--- config.mk ---
export PLATFORM = sky130hd
export DESIGN_NAME = fetchUnit
export DESIGN_NICKNAME = d
export VERILOG_FILES = /design/src/fetchUnit.sv
export SDC_FILE = /design/constraint.sdc
export NUM_CORES = 2
export LEC_CHECK = 0
export BUFFER_PORTS_ARGS = -buffer_cell sky130_fd_sc_hd__clkbuf_2
export CAP_MARGIN = 20
export CORE_AREA = 4 4 371 373
export CTS_CLUSTER_DIAMETER = 200
export DETAILED_ROUTE_END_ITERATION = 7
export DIE_AREA = 0 0 375 377
export PLACE_DENSITY = 0.81
export SETUP_SLACK_MARGIN = 0.5
export SYNTH_ARGS = -nofsm -noshare
export SYNTH_HDL_FRONTEND = slang
export SYNTH_SLANG_ARGS = --single-unit
--- constraint.sdc ---
create_clock -name clk -period 11.5 [get_ports clk]
set_input_delay 2.3 -clock clk [delete_from_list [all_inputs] [get_ports clk]]
set_output_delay 2.3 -clock clk [all_outputs]
set_load 0.1 [all_outputs]
--- src/fetchUnit.sv ---
// instruction fetch
`timescale 1ns/10ps
`default_nettype none

module fetchUnit #(
    parameter int imemWords = 64
) (
    input  logic                         clk,
    input  logic                         reset,
    input  logic                         run,
    input  logic                         imemWrEn,
    input  logic [$clog2(imemWords)-1:0] imemAddr,
    input  logic [31:0]                  imemData,
    input  logic                         stall,
    input  logic                         branchTaken,
    input  logic [31:0]                  branchTarget,
    output logic [31:0]                  ifInstr,
    output logic [31:0]                  ifPc
);
    localparam int imemAw = $clog2(imemWords);

    logic [31:0] imem [imemWords];
    logic [31:0] pc;

    // program loading port
    always_ff @(posedge clk) begin
        if (imemWrEn) begin
            imem[imemAddr] <= imemData;
        end
    end

    always_ff @(posedge clk) begin
        if (reset) begin
            pc <= '0;
        end else if (branchTaken) begin
            pc <= branchTarget; // redirect from decode
        end else if (run && !stall) begin
            pc <= pc + 32'd4;
        end
    end

    // while halted the decode register sees no-ops
    assign ifInstr = run ? imem[pc[imemAw+1:2]] : '0;
    assign ifPc    = pc;

endmodule

`default_nettype wire

After elaboration in Yosys (flattened, before gate mapping) --
Memories as Yosys holds them, arrays and structs flattened. A register that Yosys moved wholly into a read port is not among the register bits. Cells that the tools add are included.
Cells by class: mux-type cells 7, $add $sub $neg 1, reduce and logical (&&, ||, !) cells 3
Operators with widths (count):
- 32-bit 2-to-1 mux | 3
- 32-bit by 3-bit adder with 32-bit output, second input constant | 1
- 6-bit 2-to-1 mux | 2
- 1-bit 2-to-1 mux | 2
- 2-bit nonzero test | 1
- 1-bit logical AND | 1
- 1-bit zero test | 1
Word-level totals: output and inout bits 64, memories kept 1, word-level logic and storage cells 13, input bits 76, bits in registers 32, memory bits (writable) 2048
Memory list:
- imem | words 64, bits a word 32, read ports 1, clocked after memory_dff 1, write ports 1, RTL line 22 | logic [31:0] imem [imemWords];

Depth between registers and ports, before layout --
depth in word-level cells 6, gate-level depth with buffers 9, mapped depth without buffers 6

Worst setup path after synthesis --
Ideal clock, no wire load.
path type input to output, from input run, to output ifInstr[12], arrival time 7629 ps, slack 1571 ps, path buffers 2, data required time 9200 ps, stages 4, path through clkbuf_1 -> clkbuf_1 -> o21ai_0 -> a2111oi_0
Between the ends: word-level cells in the longest chain between the ends 1
RTL lines:
- from (decl) | RTL line 10 | input logic run,
- 32-bit 2-to-1 mux | RTL line 43 | assign ifInstr = run ? imem[pc[imemAw+1:2]] : '0;
- to (decl) | RTL line 17 | output logic [31:0] ifInstr,
No other way between the ends.

==> flow_metrics.py <==
metrics = {
    "worst_setup_path": {
        "crit-reg2reg-launch": "ifPc[2]",
        "worst-setup-path-type": "flip-flop to output pin",
        "timing.critical_path.slowest_stage_cell": "buf_4",
        "critPathLaunchType": "flip-flop",
        "worst-path-buf-inv": 3,
        "crit_path_cell_trace": "buf_4, buf_4, mux4_2, a22oi_1, a21oi_1, a21oi_1, o22ai_1, clkbuf_2",
        "reg2reg_depth": 6,
        "cp_max_fo": 46,
        "worst-endpoint-arrival_ns": 5.65,
        "reg2reg_setup_slack_ns": 9.14,
        "critical-path-max-stage-delay_ns": 0.83,
        "critical_path_required_ns": 9.20,
        "worst_setup_path_end_kind": "output pin",
        "cp_top_family": "buffers and inverters",
        "timing.rr.end": "ifPc[30]",
    },
    "timing": {
        "fin_hold_ws_ns": 0.5045,
        "hold_violations": 0,
        "unrepaired_setup_endpoints_after_global_routing": "false",
        "final.setup.worst_slack_ns": 3.549,
        "slew_headroom_pct": 13.79,
        "tightestPinTransition_ns": 1.291,
        "setup-violations-final": 0,
        "final.setup_skew_ns": 0.008031,
        "final_min_period_over_clock_period_pct": 69.14,
        "slew_viol_final": 0,
        "post-route-min-period_ns": 7.951,
        "maximum_achievable_frequency_mhz": 125.8,
        "setup_total_negative_slack_ns": 0,
    },
    "logic_synthesis": {
        "synth-seq-area-share_pct": 77.67,
        "synth.cell_area_sq_mm": 0.08016,
        "yosys.area_share.simple_pct": 2.480,
        "synth_cell_type_count": 66,
        "synth_fa_ha_area_share_pct": 0.01561,
        "postSynth.topFlopCell": "edfxtp_1",
        "synth_top_family_by_area": "multiplexers",
        "synthesis.yosys.warnings": 0,
        "number_of_synthesized_register_bits": 2086,
        "post_synth.cell_area_avg_sq_um": 21.53,
        "synth_enable_flop_cells": 2048,
        "muxShareOfSynthArea_pct": 14.95,
        "yosys.area_share.xor_xnor_pct": 0.2404,
        "synthCells": 3724,
        "postSynthNetCount": 3801,
        "async_flop_share_pct": 0,
        "synth_compound_gate_area_share_pct": 3.225,
    },
    "route": {
        "wl_per_cell_um": 40.44,
        "drcViolationCount": 0,
        "avgViaCountPerCell": 7.393,
        "ant_nets": 0,
        "total_vias_in_the_final_route": 44102,
        "drt_first_iter_violations": 8399,
        "firstDrtPassIters": 8,
        "drt_wl_total_um": 241200,
    },
    "placement": {
        "placed_cells": 5575,
        "hpwlAfterDp_um": 125800,
        "place_area_sq_mm": 0.08358,
        "io_buffers": 139,
        "place_congestion": 0.9155,
        "dp_slack_ns": 3.855,
    },
    "global_routing": {
        "grt_max_degree": 130,
        "grt_antenna_before_repair": 18,
        "gr-usage-all-layers_pct": 34.40,
        "wire_length_of_the_first_global_routing_pass_um": 337500,
        "first_global_vias": 44444,
        "total_congestion_overflow": 0,
    },
    "cts": {
        "tritoncts": "built",
        "clk_transition_reported_paths_ns": 0.06,
        "cts.root.buffer_cell": "clkbuf_16",
        "clock_latency_ns": 0.81,
        "cts_repair_resize_count": 0,
        "clockBufferDepth": 3,
        "cts_setup_buffers": 0,
        "numClockSinks": 2086,
        "htree_levels": 4,
        "cts-hold-fix-buffers": 0,
        "clock_buffer_count_from_cts": 194,
    },
    "floorplanning": {
        "die_h_um": 377,
        "design.portCount": 140,
        "initial_utilization_pct": 59.54,
        "floorplan.die_area_sq_mm": 0.1414,
        "fp.coreArea_sq_mm": 0.1346,
        "site_row_count": 135,
        "fp.dieW_um": 375,
    },
    "worst_hold_path": {
        "cells_on_worst_hold_path": 2,
        "min_from": "ifPc[0]",
        "holdPathEnd": "ifPc[0]",
        "timing.hold.worst.class": "flip-flop to flip-flop",
    },
    "status": {
        "outcome": "complete, no violations",
    },
    "layout": {
        "share_of_cells_above_drive_strength_1_pct": 26.85,
        "syn2layout_area_growth_pct": 12.62,
        "final_common_cell": "edfxtp_1",
        "final_core_utilization_pct": 67.06,
        "final_cell_mix": "edfxtp_1, mux4_2, clkbuf_16, mux2i_1, clkbuf_2",
        "finalInstanceArea_sq_mm": 0.09028,
        "nNetsFinal": 4086,
        "finalNonFillerCells": 5965,
    },
    "power": {
        "total_power_mw": 16.04,
        "irDropWorstVdd_mv": 0.1519,
        "power_density_mw_per_mm2": 177.6,
        "total_leakage_power_nw": 27.74,
    },
    "run": {
        "max_cap_viol": 0,
    },
}
-- worst register-to-register path, delay by kind of cell, from the launching register on --
| family | cells | cell delay (ns) |
|---|---|---|
| compound gates | 1 | 0.24 |
| fa+ha+maj | 1 | 0.20 |
| flops | 1 | 0.43 |
| simple gates | 4 | 1.39 |
-- flip-flops by register name (all words and copies together), names as in the netlist, named ones only --
register,count
ifPc,32
imem,2048
-- cell usage after synthesis (all sizes together) (5+ instances only) --
cell type	number	area, sq um
or3	7	50.05
o21ai	30	150.1
and2	12	76.33
o22ai	65	406.6
clkbuf	68	256.5
nand2	82	307.8
inv	10	37.53
xor2	6	52.55
buf	137	845.8
nand2b	15	93.84
mux4	464	10450
a2111oi	8	70.07
mux2	8	90.09
a21oi	53	265.3
o22a	5	43.79
a32oi	10	87.58
nor2	142	535.5
edfxtp	2048	61500
nor4	8	50.05
and3	6	38.79
nand4	15	93.84
a22o	7	61.31
and4	8	73.82
nor3	22	110.1
nand3	49	257.8
dfxtp	38	760.7
nand3b	5	37.54
nor2b	26	162.7
mux2i	144	1441
a221oi	12	105.1
xnor2	16	140.1
a211oi	24	180.2
a31oi	19	118.9
a22oi	108	810.8
-- logic make-up after synthesis --
logic type	Yosys count
simple gates	410
fa+ha+maj	1
buf+inv	215
compound gates	374
xor+xnor	22
flops	2086
mux	616
-- power breakdown --
| part | switching, mW | internal, mW |
|---|---|---|
| clock network | 2.85 | 3.57 |
| registers | 0.0395 | 8.40 |
| logic | 0.815 | 0.360 |
| total | 3.71 | 12.3 |
-- how the worst max path moves through the flow --
stage                        endpoint  slack [ns]  cells past startpoint
final                      ifInstr[8]        3.55                      8
after global routing       ifInstr[8]        3.34                      8
after floorplan           ifInstr[12]        1.57                      4
after detailed placement  ifInstr[17]        3.85                      8
after CTS                  ifInstr[8]        3.63                      8
after global placement    ifInstr[17]        3.90                     10
-- final cells by class --
type | instances | area (sq um)
inverters | 10 | 37.54
clock buffers | 237 | 5059
fillers | 7811 | 44340
well taps | 1781 | 2228
repair buffers | 294 | 2158
clock inverters | 121 | 1211
flip-flops and latches | 2086 | 62280
multi-input cells | 1423 | 17280
diodes | 13 | 32.53
-- per-layer routing --
| layer | part of all wire (%) | up-vias | track usage [%] |
|---|---|---|---|
| met3 | 17 | 1055 | 12.00 |
| met1 | 30 | 22050 | 43.52 |
| met2 | 46 | 4700 | 51.69 |
| met4 | 7.8 | 10 | 21.45 |
| met5 | 0.032 | - | 0.1029 |
| li1 | - | 16287 | - |
Power figures use the tool's default switching activity.
