==> config.mk <==
export PLATFORM = sky130hd
export DESIGN_NAME = executeStage
export DESIGN_NICKNAME = d
export VERILOG_FILES = /design/src/cpuPkg.sv /design/src/executeStage.sv
export SDC_FILE = /design/constraint.sdc
export NUM_CORES = 2
export LEC_CHECK = 0
export BUFFER_PORTS_ARGS = -buffer_cell sky130_fd_sc_hd__buf_2
export CORE_MARGIN = 1.5
export CORE_UTILIZATION = 55
export CTS_BUF_LIST = sky130_fd_sc_hd__clkbuf_8
export DETAILED_ROUTE_END_ITERATION = 8
export PLACE_DENSITY = 0.77
export SYNTH_ARGS = -nofsm -noshare
export SYNTH_HDL_FRONTEND = slang
export SYNTH_SLANG_ARGS = --single-unit
export TNS_END_PERCENT = 20
==> constraint.sdc <==
create_clock -name clk -period 6.1 [get_ports clk]
set_clock_uncertainty 0.1 [all_clocks]
set_input_delay 0.915 -clock clk [delete_from_list [all_inputs] [get_ports clk]]
set_output_delay 0.915 -clock clk [all_outputs]
set_load 0.01 [all_outputs]
==> src/cpuPkg.sv <==
// core encodings and types
`default_nettype none

package cpuPkg;

    // instruction field widths
    localparam int regAddrWidth = 5;
    localparam int opcodeWidth  = 6;
    localparam int functWidth   = 6;
    localparam int immWidth     = 16;

    // major opcodes of the supported subset
    typedef enum logic [opcodeWidth-1:0] {
        opSpecial = 6'h00,
        opBeq     = 6'h04,
        opBne     = 6'h05,
        opAddiu   = 6'h09,
        opOri     = 6'h0d,
        opLui     = 6'h0f,
        opLw      = 6'h23,
        opSw      = 6'h2b
    } opcodeT;

    // function field under opSpecial
    typedef enum logic [functWidth-1:0] {
        fnSll  = 6'h00, // all-zero word lands here, treated as nop
        fnAddu = 6'h21,
        fnSubu = 6'h23,
        fnAnd  = 6'h24,
        fnOr   = 6'h25,
        fnXor  = 6'h26,
        fnSlt  = 6'h2a
    } functT;

    typedef enum logic [2:0] {aluAdd, aluSub, aluAnd, aluOr, aluXor, aluSlt, aluLui} aluOpT;

    // operand source in decode
    typedef enum logic [1:0] {fwdReg, fwdEx, fwdWb} fwdSelT;

endpackage

`default_nettype wire

==> src/executeStage.sv <==
// execute, data memory and writeback
`timescale 1ns/10ps
`default_nettype none

module executeStage
    import cpuPkg::*;
#(
    parameter int dmemWords = 32
) (
    input  logic                    clk,
    input  logic                    reset,
    input  logic                    idValid,
    input  logic [31:0]             opA,
    input  logic [31:0]             opB,
    input  logic [31:0]             imm32,
    input  aluOpT                   aluOp,
    input  logic                    aluSrcImm,
    input  logic                    memRead,
    input  logic                    memWrite,
    input  logic                    regWrite,
    input  logic [regAddrWidth-1:0] dst,
    output logic                    exRegWrite,
    output logic                    exMemRead,
    output logic [regAddrWidth-1:0] exDst,
    output logic [31:0]             exResult,
    output logic                    wbRegWrite,
    output logic [regAddrWidth-1:0] wbDst,
    output logic [31:0]             wbData,
    output logic                    wbValid
);
    localparam int dmemAw = $clog2(dmemWords);

    logic [31:0] dmem [dmemWords];
    logic [31:0] exOpA, exOpB, exImm, aluB, wbAlu, memRdData;
    logic        exMemWrite, exAluSrcImm, wbFromMem;
    aluOpT       exAluOp;

    always_ff @(posedge clk) begin
        if (reset) begin
            exRegWrite <= 1'b0;
            exMemRead  <= 1'b0;
            exMemWrite <= 1'b0;
        end else begin
            exRegWrite <= regWrite;
            exMemRead  <= memRead;
            exMemWrite <= memWrite;
        end
    end

    // operands only move for real instructions
    always_ff @(posedge clk) begin
        if (idValid) begin
            exOpA       <= opA;
            exOpB       <= opB;
            exImm       <= imm32;
            exAluOp     <= aluOp;
            exAluSrcImm <= aluSrcImm;
            exDst       <= dst;
        end
    end

    assign aluB = exAluSrcImm ? exImm : exOpB;

    always_comb begin
        case (exAluOp)
            aluAdd:  exResult = exOpA + aluB;
            aluSub:  exResult = exOpA - aluB;
            aluAnd:  exResult = exOpA & aluB;
            aluOr:   exResult = exOpA | aluB;
            aluXor:  exResult = exOpA ^ aluB;
            aluSlt:  exResult = {31'b0, $signed(exOpA) < $signed(aluB)};
            aluLui:  exResult = {aluB[15:0], 16'b0};
            default: exResult = '0;
        endcase
    end

    // word addressed, upper address bits ignored
    always_ff @(posedge clk) begin
        if (reset) begin
            for (int i = 0; i < dmemWords; i++) begin
                dmem[i] <= '0;
            end
        end else if (exMemWrite) begin
            dmem[exResult[dmemAw+1:2]] <= exOpB;
        end
    end

    always_ff @(posedge clk) begin
        memRdData <= dmem[exResult[dmemAw+1:2]];
        wbAlu     <= exResult;
        wbDst     <= exDst;
    end

    always_ff @(posedge clk) begin
        if (reset) begin
            wbRegWrite <= 1'b0;
            wbFromMem  <= 1'b0;
        end else begin
            wbRegWrite <= exRegWrite;
            wbFromMem  <= exMemRead;
        end
    end

    assign wbData  = wbFromMem ? memRdData : wbAlu;
    assign wbValid = wbRegWrite && wbDst != '0; // r0 writes are invisible

endmodule

`default_nettype wire

Word-level counts from Yosys, hierarchy flattened
Memory sizes are Yosys's and may differ from the RTL's. A register that Yosys moved wholly into a read port is not among the register bits.
Index checks and enable logic that the tools add are counted.
- bits in registers: 147
- memory bits (writable): 1024
- bits of input ports: 111
- output and inout bits: 78
- word-level logic and storage cells: 41
- memories: 1
- memory list (memory ; words ; width ; rd ports ; clocked after Yosys merged registers in ; wr ports ; line ; source):
    dmem ; 32 ; 32 ; 1 ; 1 ; 32 ; executeStage.sv:33 ; logic [31:0] dmem [dmemWords];
- $add $sub $neg: 2
- $lt $le $gt $ge: 1
- equal/unequal tests: 6
- multiplexer cells: 11
- bitwise logic cells: 3
- reductions and logical operators: 4
- operators by type and width (cell ; count):
    $pmux 32 s7 ; 1
    $mux 32 ; 3
    $add 32x32->32 ; 1
    $and 32x32->32 ; 1
    $lt 32x32->1 ; 1
    $or 32x32->32 ; 1
    $reduce_or 32->1 ; 1
    $sub 32x32->32 ; 1
    $xor 32x32->32 ; 1
    $eq 3x3->1 const B ; 3
    $eq 3x2->1 const B ; 2
    $mux 1 ; 6
    $mux 5 ; 1
    $reduce_bool 5->1 ; 1
    $eq 3x1->1 const B ; 1
    $logic_not 3->1 ; 1
    $logic_and 1x1->1 ; 1

Longest topological paths before layout
- word-level depth: 5
- mapped depth: 22
- mapped depth without buffers: 15

Least setup slack after synthesis
OpenSTA, ideal clock, no wires.
- kind: reg-to-output
- from: register exAluSrcImm
- to: output exResult[29]
- arrival: 4671 ps
- required time: 5085 ps
- slack: 414 ps
- stages on the path, launching flop included: 16
- buffers on the path: 4
- path through: edfxtp_1 clkbuf_1 buf_1 buf_1 clkbuf_1 mux2i_1 ha_1 or4_1 or4_1 a21oi_1 o211ai_1 o211ai_1 a21oi_1 o21bai_1 a2111oi_0 or3b_1
- word-level cells in the longest chain between the ends: 3
- elaborated cells on any way between the ends: 7
- those cells by class: add/sub (2); mux (2); bitwise (3)
- ends and longest elaborated chain (item ; line ; source):
    start: declaration ; executeStage.sv:35 ; logic exMemWrite, exAluSrcImm, wbFromMem;
    start signal: assignment ; executeStage.sv:57 ; exAluSrcImm <= aluSrcImm;
    $mux 32 * ; executeStage.sv:62 ; assign aluB = exAluSrcImm ? exImm : exOpB;
    $sub 32x32->32 (tied with other cells) ; executeStage.sv:67 ; aluSub: exResult = exOpA - aluB;
    $pmux 32 s7 * ; executeStage.sv:65 ; case (exAluOp)
    end: declaration ; executeStage.sv:25 ; output logic [31:0] exResult,
Mark *: on every way between the ends. The rest lies on a longest branch, timed or not.

Worst setup path after layout
Same ends and word-level chain as after synthesis.

==> implementation parameters <==
Parameter                              Value

Synthesis
  Count of warnings emitted by yosys ... 0
  Share of the yosys chip area belonging to registers ... 0.6089
  Cell accounting for the most synthesized area ... sky130_fd_sc_hd__edfxtp_1
  Main combinational cell family by area after synthesis ... simple AND/OR/NAND/NOR gates
  Net count after synthesis ... 4878
  Area fraction in compound gates after synthesis ... 0.08475
  #FFs+latches synth ... 1203
  Gate Count Post-Synth ... 4660
  Adder-cell area share of the yosys netlist ... 0.02330
  Proportion of netlist area held by the largest area contributor ... 0.5834
  Share of async-settable or async-resettable flops after synthesis ... 0
  Predominant post-synthesis flop cell ... sky130_fd_sc_hd__edfxtp_1
  Syn avg cell area ... 12.47 um2
  Xor/xnor cell area share of the yosys netlist ... 0.003466
  Post-synthesis instance area ... 0.05811 mm2
  Number of flops mapped to enable cells by yosys ... 1129
  Synth cell count leaders ... sky130_fd_sc_hd__edfxtp_1 (1129), sky130_fd_sc_hd__and2_1 (1026), sky130_fd_sc_hd__nand2_1 (457)
  Most common cell in the synthesized netlist ... sky130_fd_sc_hd__edfxtp_1
  Number of distinct library cell variants in the gate-level netlist after synthesis ... 83
  Synth area leaders ... sky130_fd_sc_hd__edfxtp_1 (58%), sky130_fd_sc_hd__and2_1 (11%), sky130_fd_sc_hd__mux4_2 (4.3%)
  Fraction of the mapped netlist area in simple logic gates ... 0.1814
  Multiplexer fraction of the synthesized cell area ... 0.06031

Die
  Effective utilization at floorplan ... 0.5536
  Floorplan core area ... 0.1050 mm2
  Horizontal extent of the die ... 328.1 um
  Number of placement rows ... 119
  Die area ... 0.1076 mm2
  Ports ... 189
  Height of the chip ... 328.1 um

Power and ir drop
  Cell Pwr Density ... 315.5 mW/mm2
  Portion of total power attributed to sequential cells ... 0.480
  Total Power ... 20.32 mW
  Largest vdd supply drop ... 214.8 uV
  Combinational power share ... 0.206
  Net Switching ... 6.307 mW
  Clock network power share ... 0.314
  Static Leakage ... 25.63 nW
  Switching power as a share of total power ... 0.3104
  Cell Int Power ... 14.01 mW

Critical path
  Arrival time at the worst endpoint ... 5.03 ns
  Required arrival time at the worst endpoint ... 5.08 ns
  CP Launch Type ... register
  Worst setup path category ... register to output pin
  Maximum fanout encountered on the critical timing path ... 10
  Kind of end point of the critical path ... output pin

Layout
  Final cell count without fillers ... 6380
  Total area of multi-input combinational cells ... 0.02076 mm2
  Layout-stage area growth over the synthesis result ... 10.82%
  Register cell area after layout ... 0.03539 mm2
  Filler Cell Count ... 8021
  Core utilization of the finished layout ... 0.6135
  Post-layout nets ... 5041
  Proportion of layout cells with a drive suffix above 1 ... 0.1760

Global routing
  Maximum number of pins on one net before global-route repair ... 135
  Number of antenna violations at the first check in global routing ... 6
  Global-route wire length before repair ... 252.2 mm
  Vias in the first global route ... 38380
  Total Routing Usage GR ... 0.3199
  Global route total overflow ... 0

STA
  Slew at the pin with the worst max-slew slack ... 1.137 ns
  Hold_ws ... 0.08740 ns
  Post-route fraction of the period consumed by the critical path ... 0.9902
  Normalized max-slew margin ... 0.2421
  Slew Limit Fails ... 0
  Final period demand of the worst path ... 6.040 ns
  Peak Freq ... 165.6 MHz
  Number of endpoints with negative hold slack in the final report ... 0
  Unrepaired setup endpoints after global routing ... true
  Setup violations, final ... 0
  Sum of negative setup slack ... 0 ns

CTS
  Clock Path Buffers ... 3
  Insertion delay of the later-clocked pin in the worst-skew pair ... 0.90 ns
  Inserted Clock Buffers ... 186
  H-tree level count ... 4
  CTS tree ... done
  Clock transition time at the flip-flop clock pins of the worst setup and hold paths ... 0.07 ns
  Hold-fix buffer count after cts ... 0
  Root buffer selected by CTS ... sky130_fd_sc_hd__clkbuf_8
  Number of sinks on the clock net ... 1203

Drt
  Routed via count divided by cell count ... 6.161
  Router iterations before antenna repair ... 6
  Average wire length per cell after detail routing ... 27.09 um
  Total vias in the final route ... 39310
  Total detailed-routing wirelength ... 172.8 mm
  1st-iter DRT viols ... 5023
  Number of DRC violations after detailed routing ... 0
  Antenna Nets Post-Route ... 0

Flow run
  Max-cap viol count ... 0

Placed design
  Number of cells after detailed placement ... 6023
  Number of port buffers ... 188
  Hpwl dp ... 114.7 mm
  Gp weighted congestion ... 0.9999

Min path
  Path class of the lowest-slack min-delay path ... input port to register

Outcome
  Status ... complete, no violations
## area by class of cell
cell class / count / share of cell area
Antenna cell: 5 / 0.0001943
Clock buffer: 199 / 0.04253
Clock inverter: 150 / 0.01175
Inverter: 105 / 0.006334
Multi-Input combinational cell: 2953 / 0.3224
Sequential cell: 1203 / 0.5495
Tap cell: 1391 / 0.02702
Timing Repair Buffer: 374 / 0.04033
## worst paths after layout
path | from | end | slack (ns) | cells after the start
max | exAluSrcImm | exResult[29] | 0.06 | 15
min | opB[22] | exOpB[22] | 0.09 | 1
max reg2reg | exOpB[3] | memRdData[16] | 1.15 | 14
min reg2reg | exDst[0] | wbDst[0] | 0.26 | 0
## cells by family (layout without fill, tap and decap cells)
group / after synthesis / in the layout
buf+inv: 504 / 828
mux: 206 / 206
compound gates: 723 / 723
simple gates: 1894 / 1894
other cells: 0 / 5
fa+ha+maj: 107 / 107
flops: 1203 / 1203
xor+xnor: 23 / 23
## layer usage
layer  wire, um  global-route usage  part of all wire  up-vias
li1           -                   -                 -    17140
met1      69130              0.4451              0.40    19620
met2      80570              0.4983              0.47     2174
met3      15430             0.05344             0.089      378
met4       7698              0.1402             0.045        0
met5          0                   0                 0        -
## power groups by stage
stage	Combinational (mW)	Clock, mW	Sequential [mW]
floorplan	2.51	0	9.72
global placement	4.03	0	9.91
detailed placement	4.05	0	9.93
CTS	4.08	6.44	9.76
global route	4.38	6.79	9.77
finish	4.18	6.38	9.76
## sequential cells by signal, summed over array words and instances (netlist names)
register / flops
exRegWrite: 1
wbRegWrite: 1
exImm: 32
memRdData: 32
exMemRead: 1
wbDst: 5
wbFromMem: 1
wbAlu: 32
dmem: 1024
exAluSrcImm: 1
exOpA: 32
exDst: 5
exMemWrite: 1
exOpB: 32
exAluOp: 3
## placed cells by master, fill, tap and decap left out, drive strengths merged, types with 84 or more instances in the layout
cell type  count
buf          374
edfxtp      1129
ha           105
inv          192
clkbuf       199
and2        1026
and3          84
nand2        463
a21oi        219
mux4         112
nor2         124
## critical path, stage by stage, from the launching register on
cell                        delay, ns
sky130_fd_sc_hd__edfxtp_1        0.35
sky130_fd_sc_hd__buf_4           0.17
sky130_fd_sc_hd__buf_6           0.21
sky130_fd_sc_hd__mux2i_2         0.43
sky130_fd_sc_hd__ha_1            0.41
sky130_fd_sc_hd__buf_4           0.22
sky130_fd_sc_hd__nor2b_1         0.24
sky130_fd_sc_hd__nor2_1          0.08
sky130_fd_sc_hd__o311ai_0        0.32
sky130_fd_sc_hd__a31oi_1         0.17
sky130_fd_sc_hd__o211ai_1        0.39
sky130_fd_sc_hd__a21oi_2         0.16
sky130_fd_sc_hd__o21bai_1        0.25
sky130_fd_sc_hd__a2111oi_0       0.13
sky130_fd_sc_hd__or3b_1          0.45
sky130_fd_sc_hd__buf_2           0.16
## metrics by stage
stage | setup slack, ns | instance area [um2]
after global placement | 0.4658 | 60690
final | 0.05998 | 64400
after detailed placement | 0.3494 | 60690
after CTS | 0.00007772 | 64260
after floorplan | 0.4142 | 58110
after global routing | -0.03608 | 64400
## timing repair
item,CTS,global route
setup endpoints to repair,19,11
buffers inserted,2,1
gates resized for setup,13,27
pin swaps,0,5
(Power assumes the default switching activity.)
